===== src/design/ring_packet_pkg.sv =====
package ring_packet_pkg;

    // --------------------------------------------------------------------------
    // word size
    // --------------------------------------------------------------------------

    // one flit per packet, no segmentation
    localparam int pkt_w = 64;

    // --------------------------------------------------------------------------
    // header fields, counted from bit 0
    // --------------------------------------------------------------------------

    // channel tag written by the sender
    localparam int vc_bit = 63;

    // travel direction, set for clockwise
    localparam int dir_bit = 62;

    // hops still to go, thermometer coded
    // bit 0 set means at least one more ring hop
    localparam int hop_lsb = 48;
    localparam int hop_w   = 8;

    // bits 47:0 hold source and payload, never looked at by a node

endpackage


===== src/design/ring_router_pkg.sv =====
package ring_router_pkg;

    // ports of one node, also the index into every per-port vector
    localparam int num_ports = 3;
    localparam int port_cw   = 0;
    localparam int port_ccw  = 1;
    localparam int port_pe   = 2;

    // channels trade the external and internal roles every cycle
    localparam int num_vc  = 2;
    localparam int vc_even = 0;
    localparam int vc_odd  = 1;

    // injection hop codes accepted from the pe
    // any other code is corrupt and gets dropped at the door
    localparam logic [ring_packet_pkg::hop_w-1:0] hop_one   = 8'h01;
    localparam logic [ring_packet_pkg::hop_w-1:0] hop_two   = 8'h03;
    localparam logic [ring_packet_pkg::hop_w-1:0] hop_three = 8'h07;

endpackage


===== src/design/vc_if.sv =====
// --------------------------------------------------------------------------
// input side of one channel
// --------------------------------------------------------------------------

interface vc_in_if #(
    parameter int PKT_W     = 64,
    parameter int NUM_PORTS = 3
);
    // one strobe per input buffer, asserted for a single edge
    logic [NUM_PORTS-1:0] wen;
    // packet word for each port, already rewritten for pe
    logic [PKT_W-1:0]     wdata [NUM_PORTS];
    // buffer state back to the ready logic
    logic [NUM_PORTS-1:0] empty;

    modport ingress (output wen, output wdata, input empty);
    modport slice (input wen, input wdata, output empty);

endinterface

// --------------------------------------------------------------------------
// output side of one channel
// --------------------------------------------------------------------------

interface vc_out_if #(
    parameter int PKT_W     = 64,
    parameter int NUM_PORTS = 3
);
    // output buffer holds a packet
    logic [NUM_PORTS-1:0] full;
    // buffer contents, valid while full
    logic [PKT_W-1:0]     rdata [NUM_PORTS];
    // downstream took the packet on this edge
    logic [NUM_PORTS-1:0] ren;

    modport slice (output full, output rdata, input ren);
    modport egress (input full, input rdata, output ren);

endinterface


===== src/design/ring_ingress.sv =====
module ring_ingress (
    input  logic                              polarity,
    input  logic [ring_packet_pkg::pkt_w-1:0] cwdi,
    input  logic                              cwsi,
    output logic                              cwri,
    input  logic [ring_packet_pkg::pkt_w-1:0] ccwdi,
    input  logic                              ccwsi,
    output logic                              ccwri,
    input  logic [ring_packet_pkg::pkt_w-1:0] pedi,
    input  logic                              pesi,
    output logic                              peri,
    vc_in_if.ingress                          even_ch,
    vc_in_if.ingress                          odd_ch
);

    logic [ring_packet_pkg::pkt_w-1:0]     pe_word;
    logic                                  pe_fault;
    logic [ring_router_pkg::num_ports-1:0] ext_empty;
    logic [ring_router_pkg::num_ports-1:0] take;

    // --------------------------------------------------------------------------
    // pe injection check and rewrite
    // --------------------------------------------------------------------------

    always_comb begin
        pe_word  = pedi;
        pe_fault = 1'b0;
        case (pedi[ring_packet_pkg::hop_lsb +: ring_packet_pkg::hop_w])
            ring_router_pkg::hop_one: begin
                // neighbour in the given direction, no change
                pe_word = pedi;
            end
            ring_router_pkg::hop_two: begin
                pe_word[ring_packet_pkg::dir_bit] = 1'b0;
            end
            ring_router_pkg::hop_three: begin
                // shorter the other way round, one hop
                pe_word[ring_packet_pkg::dir_bit] = ~pedi[ring_packet_pkg::dir_bit];
                pe_word[ring_packet_pkg::hop_lsb +: ring_packet_pkg::hop_w] =
                    ring_router_pkg::hop_one;
            end
            default: begin
                pe_fault = 1'b1;
            end
        endcase
    end

    // --------------------------------------------------------------------------
    // ready and write strobes
    // --------------------------------------------------------------------------

    // even channel faces the link while polarity is high
    always_comb begin
        ext_empty = polarity ? even_ch.empty : odd_ch.empty;
        cwri      = ext_empty[ring_router_pkg::port_cw];
        ccwri     = ext_empty[ring_router_pkg::port_ccw];
        peri      = ext_empty[ring_router_pkg::port_pe];
    end

    // faulty pe word is swallowed, sender still sees a handshake
    always_comb begin
        take[ring_router_pkg::port_cw]  = cwsi & cwri;
        take[ring_router_pkg::port_ccw] = ccwsi & ccwri;
        take[ring_router_pkg::port_pe]  = pesi & peri & ~pe_fault;
        even_ch.wen = polarity ? take : '0;
        odd_ch.wen  = polarity ? '0 : take;
    end

    // same words to both channels, wen picks the one that stores
    always_comb begin
        even_ch.wdata[ring_router_pkg::port_cw]  = cwdi;
        even_ch.wdata[ring_router_pkg::port_ccw] = ccwdi;
        even_ch.wdata[ring_router_pkg::port_pe]  = pe_word;
        odd_ch.wdata[ring_router_pkg::port_cw]   = cwdi;
        odd_ch.wdata[ring_router_pkg::port_ccw]  = ccwdi;
        odd_ch.wdata[ring_router_pkg::port_pe]   = pe_word;
    end

endmodule


===== src/design/vc_slice.sv =====
module vc_slice #(
    parameter int VC_INDEX = 0
) (
    input  logic    clk,
    input  logic    rst_n,
    input  logic    polarity,
    vc_in_if.slice  in_ch,
    vc_out_if.slice out_ch
);

    logic [ring_packet_pkg::pkt_w-1:0]     in_buf   [ring_router_pkg::num_ports];
    logic [ring_router_pkg::num_ports-1:0] in_full;
    logic [ring_router_pkg::num_ports-1:0] in_clr;
    logic [ring_packet_pkg::pkt_w-1:0]     out_buf  [ring_router_pkg::num_ports];
    logic [ring_router_pkg::num_ports-1:0] out_full;
    logic [ring_router_pkg::num_ports-1:0] open;
    logic                                  int_phase;
    logic                                  cw_fwd;
    logic                                  ccw_fwd;
    logic                                  pe_to_cw;
    // per output buffer, source a and source b
    logic [ring_router_pkg::num_ports-1:0] req_a;
    logic [ring_router_pkg::num_ports-1:0] req_b;
    logic [ring_router_pkg::num_ports-1:0] gnt_a;
    logic [ring_router_pkg::num_ports-1:0] gnt_b;
    logic [ring_router_pkg::num_ports-1:0] rr_ptr;
    logic [ring_packet_pkg::pkt_w-1:0]     src_a    [ring_router_pkg::num_ports];
    logic [ring_packet_pkg::pkt_w-1:0]     src_b    [ring_router_pkg::num_ports];
    logic [ring_packet_pkg::pkt_w-1:0]     out_word [ring_router_pkg::num_ports];

    // one hop used up
    function automatic logic [ring_packet_pkg::pkt_w-1:0] hop_shift(
        input logic [ring_packet_pkg::pkt_w-1:0] word
    );
        logic [ring_packet_pkg::pkt_w-1:0] res;
        res = word;
        res[ring_packet_pkg::hop_lsb +: ring_packet_pkg::hop_w] =
            word[ring_packet_pkg::hop_lsb +: ring_packet_pkg::hop_w] >> 1;
        return res;
    endfunction

    // internal while the other channel faces the link
    assign int_phase = (VC_INDEX == ring_router_pkg::vc_odd) ? polarity : ~polarity;
    assign open      = ~out_full & {ring_router_pkg::num_ports{int_phase}};

    // --------------------------------------------------------------------------
    // routing requests
    // --------------------------------------------------------------------------

    always_comb begin
        cw_fwd   = in_buf[ring_router_pkg::port_cw][ring_packet_pkg::hop_lsb];
        ccw_fwd  = in_buf[ring_router_pkg::port_ccw][ring_packet_pkg::hop_lsb];
        pe_to_cw = in_buf[ring_router_pkg::port_pe][ring_packet_pkg::dir_bit];
        // cw out: cw through traffic or pe heading cw
        req_a[ring_router_pkg::port_cw]  = in_full[ring_router_pkg::port_cw] & cw_fwd;
        req_b[ring_router_pkg::port_cw]  = in_full[ring_router_pkg::port_pe] & pe_to_cw;
        src_a[ring_router_pkg::port_cw]  = in_buf[ring_router_pkg::port_cw];
        src_b[ring_router_pkg::port_cw]  = in_buf[ring_router_pkg::port_pe];
        // ccw out: ccw through traffic or pe heading ccw
        req_a[ring_router_pkg::port_ccw] = in_full[ring_router_pkg::port_ccw] & ccw_fwd;
        req_b[ring_router_pkg::port_ccw] = in_full[ring_router_pkg::port_pe] & ~pe_to_cw;
        src_a[ring_router_pkg::port_ccw] = in_buf[ring_router_pkg::port_ccw];
        src_b[ring_router_pkg::port_ccw] = in_buf[ring_router_pkg::port_pe];
        // pe out: ring traffic that has arrived
        req_a[ring_router_pkg::port_pe]  = in_full[ring_router_pkg::port_cw] & ~cw_fwd;
        req_b[ring_router_pkg::port_pe]  = in_full[ring_router_pkg::port_ccw] & ~ccw_fwd;
        src_a[ring_router_pkg::port_pe]  = in_buf[ring_router_pkg::port_cw];
        src_b[ring_router_pkg::port_pe]  = in_buf[ring_router_pkg::port_ccw];
    end

    // --------------------------------------------------------------------------
    // two-way round robin per output buffer
    // --------------------------------------------------------------------------

    // rr_ptr low favours source a
    always_comb begin
        for (int o = 0; o < ring_router_pkg::num_ports; o++) begin
            gnt_a[o]    = open[o] & req_a[o] & (~req_b[o] | ~rr_ptr[o]);
            gnt_b[o]    = open[o] & req_b[o] & (~req_a[o] | rr_ptr[o]);
            out_word[o] = hop_shift(gnt_a[o] ? src_a[o] : src_b[o]);
        end
    end

    // each input targets one output only, so at most one grant per input
    always_comb begin
        in_clr[ring_router_pkg::port_cw]  = gnt_a[ring_router_pkg::port_cw] |
                                            gnt_a[ring_router_pkg::port_pe];
        in_clr[ring_router_pkg::port_ccw] = gnt_a[ring_router_pkg::port_ccw] |
                                            gnt_b[ring_router_pkg::port_pe];
        in_clr[ring_router_pkg::port_pe]  = gnt_b[ring_router_pkg::port_cw] |
                                            gnt_b[ring_router_pkg::port_ccw];
    end

    // --------------------------------------------------------------------------
    // buffer state
    // --------------------------------------------------------------------------

    // fill and drain never overlap, they happen in opposite phases
    always_ff @(posedge clk or negedge rst_n) begin
        if (!rst_n) begin
            in_full  <= '0;
            out_full <= '0;
            rr_ptr   <= '0;
            for (int p = 0; p < ring_router_pkg::num_ports; p++) begin
                out_buf[p] <= '0;
            end
        end else begin
            in_full  <= (in_full | in_ch.wen) & ~in_clr;
            out_full <= (out_full | gnt_a | gnt_b) & ~out_ch.ren;
            for (int p = 0; p < ring_router_pkg::num_ports; p++) begin
                if (gnt_a[p] | gnt_b[p]) begin
                    out_buf[p] <= out_word[p];
                    // priority passes to the loser
                    rr_ptr[p]  <= gnt_a[p];
                end
            end
        end
    end

    always_ff @(posedge clk) begin
        for (int p = 0; p < ring_router_pkg::num_ports; p++) begin
            if (in_ch.wen[p]) begin
                in_buf[p] <= in_ch.wdata[p];
            end
        end
    end

    assign in_ch.empty  = ~in_full;
    assign out_ch.full  = out_full;
    assign out_ch.rdata = out_buf;

endmodule


===== src/design/ring_egress.sv =====
module ring_egress (
    input  logic                              polarity,
    vc_out_if.egress                          even_ch,
    vc_out_if.egress                          odd_ch,
    output logic [ring_packet_pkg::pkt_w-1:0] cwdo,
    output logic                              cwso,
    input  logic                              cwro,
    output logic [ring_packet_pkg::pkt_w-1:0] ccwdo,
    output logic                              ccwso,
    input  logic                              ccwro,
    output logic [ring_packet_pkg::pkt_w-1:0] pedo,
    output logic                              peso,
    input  logic                              pero
);

    logic [ring_router_pkg::num_ports-1:0] ext_full;
    logic [ring_router_pkg::num_ports-1:0] ro_vec;
    logic [ring_router_pkg::num_ports-1:0] take;

    // --------------------------------------------------------------------------
    // send side of the external channel
    // --------------------------------------------------------------------------

    // even channel faces the link while polarity is high
    always_comb begin
        ext_full = polarity ? even_ch.full : odd_ch.full;
        cwso     = ext_full[ring_router_pkg::port_cw];
        ccwso    = ext_full[ring_router_pkg::port_ccw];
        peso     = ext_full[ring_router_pkg::port_pe];
    end

    // data straight from the stored packet, holds while ro is low
    always_comb begin
        if (polarity) begin
            cwdo  = even_ch.rdata[ring_router_pkg::port_cw];
            ccwdo = even_ch.rdata[ring_router_pkg::port_ccw];
            pedo  = even_ch.rdata[ring_router_pkg::port_pe];
        end else begin
            cwdo  = odd_ch.rdata[ring_router_pkg::port_cw];
            ccwdo = odd_ch.rdata[ring_router_pkg::port_ccw];
            pedo  = odd_ch.rdata[ring_router_pkg::port_pe];
        end
    end

    // buffer frees on the so/ro edge
    always_comb begin
        ro_vec[ring_router_pkg::port_cw]  = cwro;
        ro_vec[ring_router_pkg::port_ccw] = ccwro;
        ro_vec[ring_router_pkg::port_pe]  = pero;
        take        = ext_full & ro_vec;
        even_ch.ren = polarity ? take : '0;
        odd_ch.ren  = polarity ? '0 : take;
    end

endmodule


===== src/design/gold_router.sv =====
module gold_router (
    input  logic                              clk,
    input  logic                              rst_n,
    input  logic                              polarity,
    // ring and pe inputs
    input  logic [ring_packet_pkg::pkt_w-1:0] cwdi,
    input  logic                              cwsi,
    output logic                              cwri,
    input  logic [ring_packet_pkg::pkt_w-1:0] ccwdi,
    input  logic                              ccwsi,
    output logic                              ccwri,
    input  logic [ring_packet_pkg::pkt_w-1:0] pedi,
    input  logic                              pesi,
    output logic                              peri,
    // ring and pe outputs
    output logic [ring_packet_pkg::pkt_w-1:0] cwdo,
    output logic                              cwso,
    input  logic                              cwro,
    output logic [ring_packet_pkg::pkt_w-1:0] ccwdo,
    output logic                              ccwso,
    input  logic                              ccwro,
    output logic [ring_packet_pkg::pkt_w-1:0] pedo,
    output logic                              peso,
    input  logic                              pero
);

    // one pair of channel bundles per virtual channel
    vc_in_if #(
        .PKT_W     (ring_packet_pkg::pkt_w),
        .NUM_PORTS (ring_router_pkg::num_ports)
    ) in_chan [ring_router_pkg::num_vc] ();

    vc_out_if #(
        .PKT_W     (ring_packet_pkg::pkt_w),
        .NUM_PORTS (ring_router_pkg::num_ports)
    ) out_chan [ring_router_pkg::num_vc] ();

    ring_ingress ring_ingress_inst (
        .polarity (polarity),
        .cwdi     (cwdi),
        .cwsi     (cwsi),
        .cwri     (cwri),
        .ccwdi    (ccwdi),
        .ccwsi    (ccwsi),
        .ccwri    (ccwri),
        .pedi     (pedi),
        .pesi     (pesi),
        .peri     (peri),
        .even_ch  (in_chan[ring_router_pkg::vc_even]),
        .odd_ch   (in_chan[ring_router_pkg::vc_odd])
    );

    // --------------------------------------------------------------------------
    // channel slices
    // --------------------------------------------------------------------------

    for (genvar g = 0; g < ring_router_pkg::num_vc; g++) begin : gen_vc
        vc_slice #(
            .VC_INDEX (g)
        ) vc_slice_inst (
            .clk      (clk),
            .rst_n    (rst_n),
            .polarity (polarity),
            .in_ch    (in_chan[g]),
            .out_ch   (out_chan[g])
        );
    end

    ring_egress ring_egress_inst (
        .polarity (polarity),
        .even_ch  (out_chan[ring_router_pkg::vc_even]),
        .odd_ch   (out_chan[ring_router_pkg::vc_odd]),
        .cwdo     (cwdo),
        .cwso     (cwso),
        .cwro     (cwro),
        .ccwdo    (ccwdo),
        .ccwso    (ccwso),
        .ccwro    (ccwro),
        .pedo     (pedo),
        .peso     (peso),
        .pero     (pero)
    );

endmodule


===== config.mk =====
export PLATFORM = sky130hd
export DESIGN_NAME = gold_router
export DESIGN_NICKNAME = d
export VERILOG_FILES = /design/src/design/ring_packet_pkg.sv /design/src/design/ring_router_pkg.sv /design/src/design/vc_if.sv /design/src/design/ring_ingress.sv /design/src/design/vc_slice.sv /design/src/design/ring_egress.sv /design/src/design/gold_router.sv
export SDC_FILE = /design/constraint.sdc
export NUM_CORES = 1
export LEC_CHECK = 0
export BUFFER_PORTS_ARGS = -buffer_cell sky130_fd_sc_hd__buf_2
export CORE_ASPECT_RATIO = 1.1
export CORE_MARGIN = 2
export CORE_UTILIZATION = 55
export CTS_CLUSTER_SIZE = 12
export DETAILED_ROUTE_END_ITERATION = 7
export PLACE_DENSITY = 0.77
export SLEW_MARGIN = 20
export SYNTH_ARGS = -nofsm -noshare
export SYNTH_HDL_FRONTEND = slang
export SYNTH_SLANG_ARGS = --single-unit

===== constraint.sdc =====
create_clock -name clk -period 16.6 [get_ports clk]
set_input_delay 0.83 -clock clk [delete_from_list [all_inputs] [get_ports clk]]
set_output_delay 0.83 -clock clk [all_outputs]
set_load 0.005 [all_outputs]

* Word level (Yosys, flattened, before mapping)
Memories as Yosys holds them, arrays and structs flattened. Index checks and enable logic that the tools add are counted.
Storage, ports and cells: flip-flop bits (word level) 396, bits in writable memories 384, input bits 201, output and inout port bits 198, logic and storage cells 162, memories kept 2
Memories:
- gen_vc[0].vc_slice_inst.in_buf | depth 3, width 64, rd ports 3, clocked after Yosys merged registers in 0, wr ports 3, line vc_slice.sv:11 | logic [ring_packet_pkg::pkt_w-1:0] in_buf [ring_router_pkg::num_ports];
- gen_vc[1].vc_slice_inst.in_buf | depth 3, width 64, rd ports 3, clocked after Yosys merged registers in 0, wr ports 3, line vc_slice.sv:11
Operators by class: eq/ne operators 3, multiplexer cells 29, bitwise operators 111, reduce and logical (&&, ||, !) cells 1
Operator list (number):
- $mux W64 | 9
- $and A1 B1 Y1 | 40
- $not A1 Y1 | 26
- $not A3 Y3 | 8
- $or A1 B1 Y1 | 24
- $and A3 B3 Y3 | 7
- $mux W3 | 6
- $or A3 B3 Y3 | 6
- $mux W1 | 12
- $eq A8 B1 Y1 const B | 1
- $eq A8 B2 Y1 const B | 1
- $eq A8 B3 Y1 const B | 1
- $mux W8 | 1
- $reduce_or A3 Y1 | 1
- $pmux W1 S2 | 1

* Logic depth before layout (Yosys ltp)
An unclocked memory read counts as a cell.
depth after elaboration 9, gate-level depth with buffers 7, depth with buffers taken out 3

* By module
Synthesis repeated with hierarchy kept, for this count alone.
Second synthesis, totals: cells, all modules 2702, area total of the unflattened synthesis 35599.1 µm²
Modules (own cells, without submodules):
- vc_slice (gen_vc[0].vc_slice_inst) | instances 1, cells an instance 1040, area each 15077.0 µm², sequential area each 10690.3 µm²
- vc_slice (gen_vc[1].vc_slice_inst) | instances 1, cells an instance 1038, area each 15038.2 µm², sequential area each 10690.3 µm²
- ring_ingress | instances 1, cells an instance 401, area each 3001.6 µm², sequential area each 0.0 µm²
- ring_egress | instances 1, cells an instance 223, area each 2482.4 µm², sequential area each 0.0 µm²

* Least setup slack after synthesis
Ideal clock, no wire load.
path type in2reg, start point input port polarity, end point register gen_vc[1].vc_slice_inst.in_full[0] (netlist name), library setup time 98 ps, arrival time 6801 ps, required time 16502 ps, setup slack 9700 ps, cell stages on the path 6, path buffers 3, path through buf_2 > clkbuf_1 > buf_2 > nor3b_1 > o32ai_1 > a21oi_1
Between the ends: elaborated cells between the ends (all ways) 12, those cells by class mux (2); bitwise (10)
RTL lines:
- start, declared | line gold_router.sv:4 | input logic polarity,
- $mux W3 | line ring_ingress.sv:54 | ext_empty = polarity ? even_ch.empty : odd_ch.empty;
- $and A1 B1 Y1 | line ring_ingress.sv:62 | take[ring_router_pkg::port_cw] = cwsi & cwri;
- $mux W3 (*) | line ring_ingress.sv:66 | odd_ch.wen = polarity ? '0 : take;
- net gen_vc[1].vc_slice_inst.in_ch.wen[0] | line vc_if.sv:17 | modport slice (input wen, input wdata, output empty);
- $or A3 B3 Y3 (*) | line vc_slice.sv:108 | in_full <= (in_full | in_ch.wen) & ~in_clr;
- $and A3 B3 Y3 (*) | line vc_slice.sv:108
- end signal, assigned | line vc_slice.sv:108
- end, declared | line vc_slice.sv:12 | logic [ring_router_pkg::num_ports-1:0] in_full;
Mark *: on every way through the listed nets, which the timed path passes. The rest lies on a longest branch. A chain may end at the register's enable or synchronous reset.

* Final worst setup path
start point input port polarity, end point output port ccwdo[29] (netlist name)
Between the ends: longest elaborated chain between the ends 1
RTL lines:
- $mux W64 | line ring_egress.sv:34 | if (polarity) begin
- end, declared | line gold_router.sv:19 | output logic [ring_packet_pkg::pkt_w-1:0] ccwdo,
No other way between the ends.

==> results.py <==
metrics = {
    "cts": {
        "cts_root_buf": "clkbuf_16",
        "clk_pin_slew_ps": 60,
        "htree_levels": 3,
        "clock_path_buffers": 3,
        "cts_made_buffers": 80,
        "post_cts_buffers": 0,
        "clock-sinks": 778,
        "insertion_delay_ps": 660,
        "hold_buffers": 0,
        "cts_resized": 0,
        "cts_tree": "done",
    },
    "placement": {
        "post_dp_cell_area_mm2": 0.03687,
        "dp_hpwl_um": 75590,
        "place_ws_ps": 11840,
        "dp_cells": 3987,
        "port_buffers": 395,
        "place.gp.congestion": 0.9077,
    },
    "critical_path": {
        "crit_arrival_ps": 3370,
        "crit_path_start_kind": "primary input",
        "crit_family": "buffers and inverters",
        "max_stage_delay_ps": 960,
        "r2r-start": "gen_vc[0].vc_slice_inst.in_full[0]$_DFF_PN0_",
        "reg2reg_depth": 3,
        "path_max_fanout": 153,
        "path_cells": "buf_8 -> buf_4 -> o21ai_0 -> buf_2",
        "crit_required_ps": 15770,
        "crit_type": "in2out",
        "timing.rr.end": "gen_vc[0].vc_slice_inst.out_ch.rdata[187]$_DFFE_PN0P_",
        "r2r_slack_ps": 13260,
        "critical_path.endpoint_type": "output pin",
        "slowest_stage": "buf_4",
        "cp.depth": 4,
        "cp_num_buf_inv": 3,
    },
    "routing": {
        "via_per_inst": 7.592,
        "drt-pass1-iter-count": 7,
        "drt_iter0_markers": 5641,
        "routed-via-count": 31490,
        "wl_um": 141900,
        "post_drt_wl_per_cell_um": 34.22,
        "ant_nets": 0,
        "drc": 0,
    },
    "synthesis": {
        "yosysTopAreaCell": "edfxtp_1",
        "yosys_warnings": 0,
        "post_synth.cell_area_avg_um2": 11.28,
        "netlist_area_mm2": 0.03477,
        "synth_edf_count": 382,
        "seq_area_frac_synth": 0.6149,
        "synth.top_cell.area_share": 0.3299,
        "synth-seq-cells": 778,
        "ys.flop_type": "dfrtp_1",
        "synth_cells": 3083,
        "ys_types": 49,
        "synth_area_leaders": "edfxtp_1, dfrtp_1, a2111oi_0",
        "synthArstFlopShare": 0.5090,
    },
    "cells_and_area": {
        "final_nets": 3442,
        "area_growth_pct": 13.51,
        "drive_gt1_frac": 0.2005,
        "layout_common_cells": "dfrtp_1, buf_2, edfxtp_1",
        "instances_no_fill": 4147,
        "layout_commonest_cell": "dfrtp_1",
        "final_area_mm2": 0.03947,
        "fill_cells": 4832,
    },
    "floorplanning": {
        "fp.dieH_um": 267.7,
        "core_area_mm2": 0.06246,
        "dieArea_mm2": 0.06525,
        "row_count": 96,
        "num_io_pins": 399,
        "die_width_um": 243.7,
        "initial_utilization": 0.5567,
    },
    "sta": {
        "clock_skew_ps": 29.27,
        "slew_violations": 0,
        "finalSetupViolations": 0,
        "finalHoldViolations": 0,
        "relSlewSlack": 0.1665,
        "rsz0062_at_grt": "no",
        "finalCritPeriodShare": 0.2532,
        "setup_slack_ps": 12400,
        "fmax_mhz": 237.9,
        "timing.setup.tns_ps": 0,
        "fin_crit_ps": 4203,
        "worst-slew-pin-transition_ps": 1250,
    },
    "power_and_ir_drop": {
        "power.leakage_nw": 14.80,
        "p_sw_mw": 2.609,
        "power_frac_comb": 0.324,
        "peakVddDrop_mv": 0.1447,
        "pwr-share-clk": 0.255,
        "p_per_area_mw_per_mm2": 172.9,
        "finalPower_mw": 6.822,
        "pwr-share-seq": 0.422,
        "p_int_mw": 4.213,
        "swShare": 0.3824,
    },
    "grt": {
        "overflow": 0,
        "grt_pass1_wl_um": 202700,
        "grt_max_degree": 154,
        "grt_pass1_vias": 31600,
        "grt_usage": 0.4237,
        "antenna_found_initial": 14,
    },
    "outcome": {
        "status": "complete, no violations",
    },
    "flow_run": {
        "drv_cap": 0,
    },
    "min_path": {
        "hp-class": "in2async",
    },
}
metrics by stage:
step / util / hold WS (ps)
6_report: 0.6319 / 51.08
2_1_floorplan: - / 452.0
3_5_place_dp: 0.5903 / 485.7
5_1_grt: 0.6318 / 57.59
3_3_place_gp: 0.5898 / 476.5
4_1_cts: 0.6295 / 339.2
synthesized netlist by cell type, types with 3 or more instances:
library cell  count
nor2_1            7
buf_6             6
and3b_1           6
and2_1            5
a22o_1            4
nor3b_1           4
a211oi_1        251
nand2_1         138
buf_1             3
dfrtp_1         396
o21ai_0         257
a2111oi_0       250
nor2b_1           4
buf_2            83
a21oi_1         129
inv_1           260
buf_4             4
a31oi_1         124
nand4b_1          3
o31ai_1           4
nor4_1          250
nand3_1         127
mux2_2           67
a21o_1            6
edfxtp_1        382
mux2i_1           3
nor3_1            4
clkbuf_1        271
nand2b_1          9
cells by family (layout without fill, tap and decap cells):
group / after synthesis / in the layout / share of synthesized area
muxes: 70 / 70 / 0.02256
other: 1 / 10 / 0.0001079
buffers and inverters: 629 / 851 / 0.07262
AOI/OAI and AO/OA: 1038 / 1038 / 0.2016
and+or+nand+nor: 567 / 567 / 0.08817
DFF: 778 / 778 / 0.6149
registers in the layout, summed over array words and instances (netlist names):
register	count
gen_vc.vc_slice_inst.rr_ptr	6
gen_vc.vc_slice_inst.in_buf	382
gen_vc.vc_slice_inst.out_ch.rdata	378
gen_vc.vc_slice_inst.out_ch.full	6
gen_vc.vc_slice_inst.in_full	6
power by group through the flow:
stage / combinational, mW / clock [mW] / sequential (mW)
5_1_grt: 2.28 / 1.81 / 2.92
6_report: 2.21 / 1.74 / 2.88
4_1_cts: 2.09 / 1.73 / 2.86
2_1_floorplan: 1.21 / 0 / 2.79
3_5_place_dp: 2.08 / 0 / 2.89
3_3_place_gp: 2.02 / 0 / 2.87
worst max path at each step:
stage / slack, ps / from / to
5_1_grt: 12390 / polarity / ccwdo[29]
2_1_floorplan: 9700 / polarity / gen_vc[1].vc_slice_inst.in_full[0]$_DFF_PN0_
3_5_place_dp: 11840 / polarity / gen_vc[1].vc_slice_inst.out_ch.rdata[18]$_DFFE_PN0P_
3_3_place_gp: 12000 / polarity / gen_vc[0].vc_slice_inst.out_ch.rdata[32]$_DFFE_PN0P_
6_report: 12400 / polarity / ccwdo[29]
4_1_cts: 12440 / polarity / pedo[50]
routing by layer:
layer / wire length (µm) / vias up / track usage / part of all wire
li1: - / 12190 / - / -
met3: 23560 / 848 / 0.1694 / 0.17
met5: 105 / - / 0 / 0.00074
met1: 46560 / 14980 / 0.5246 / 0.33
met4: 10440 / 16 / 0.2813 / 0.074
met2: 61250 / 3451 / 0.6159 / 0.43
worst reg2reg max path, stage by stage, from the launching register on:
cell,delay (ps)
dfrtp_1,710
a22o_4,1050
and2_4,1120
a31oi_1,250
final cells by class:
type	count	area, µm²	share of cell area
Antenna cell	7	17.52	0.0004438
Timing Repair Buffer	441	2455	0.06220
Clock buffer	136	2374	0.06014
Sequential cell	778	21380	0.5417
Tap cell	833	1042	0.02641
Inverter	262	984.7	0.02495
Multi-Input combinational cell	1678	11140	0.2822
Clock inverter	12	77.57	0.001966
(Power assumes the default switching activity.)
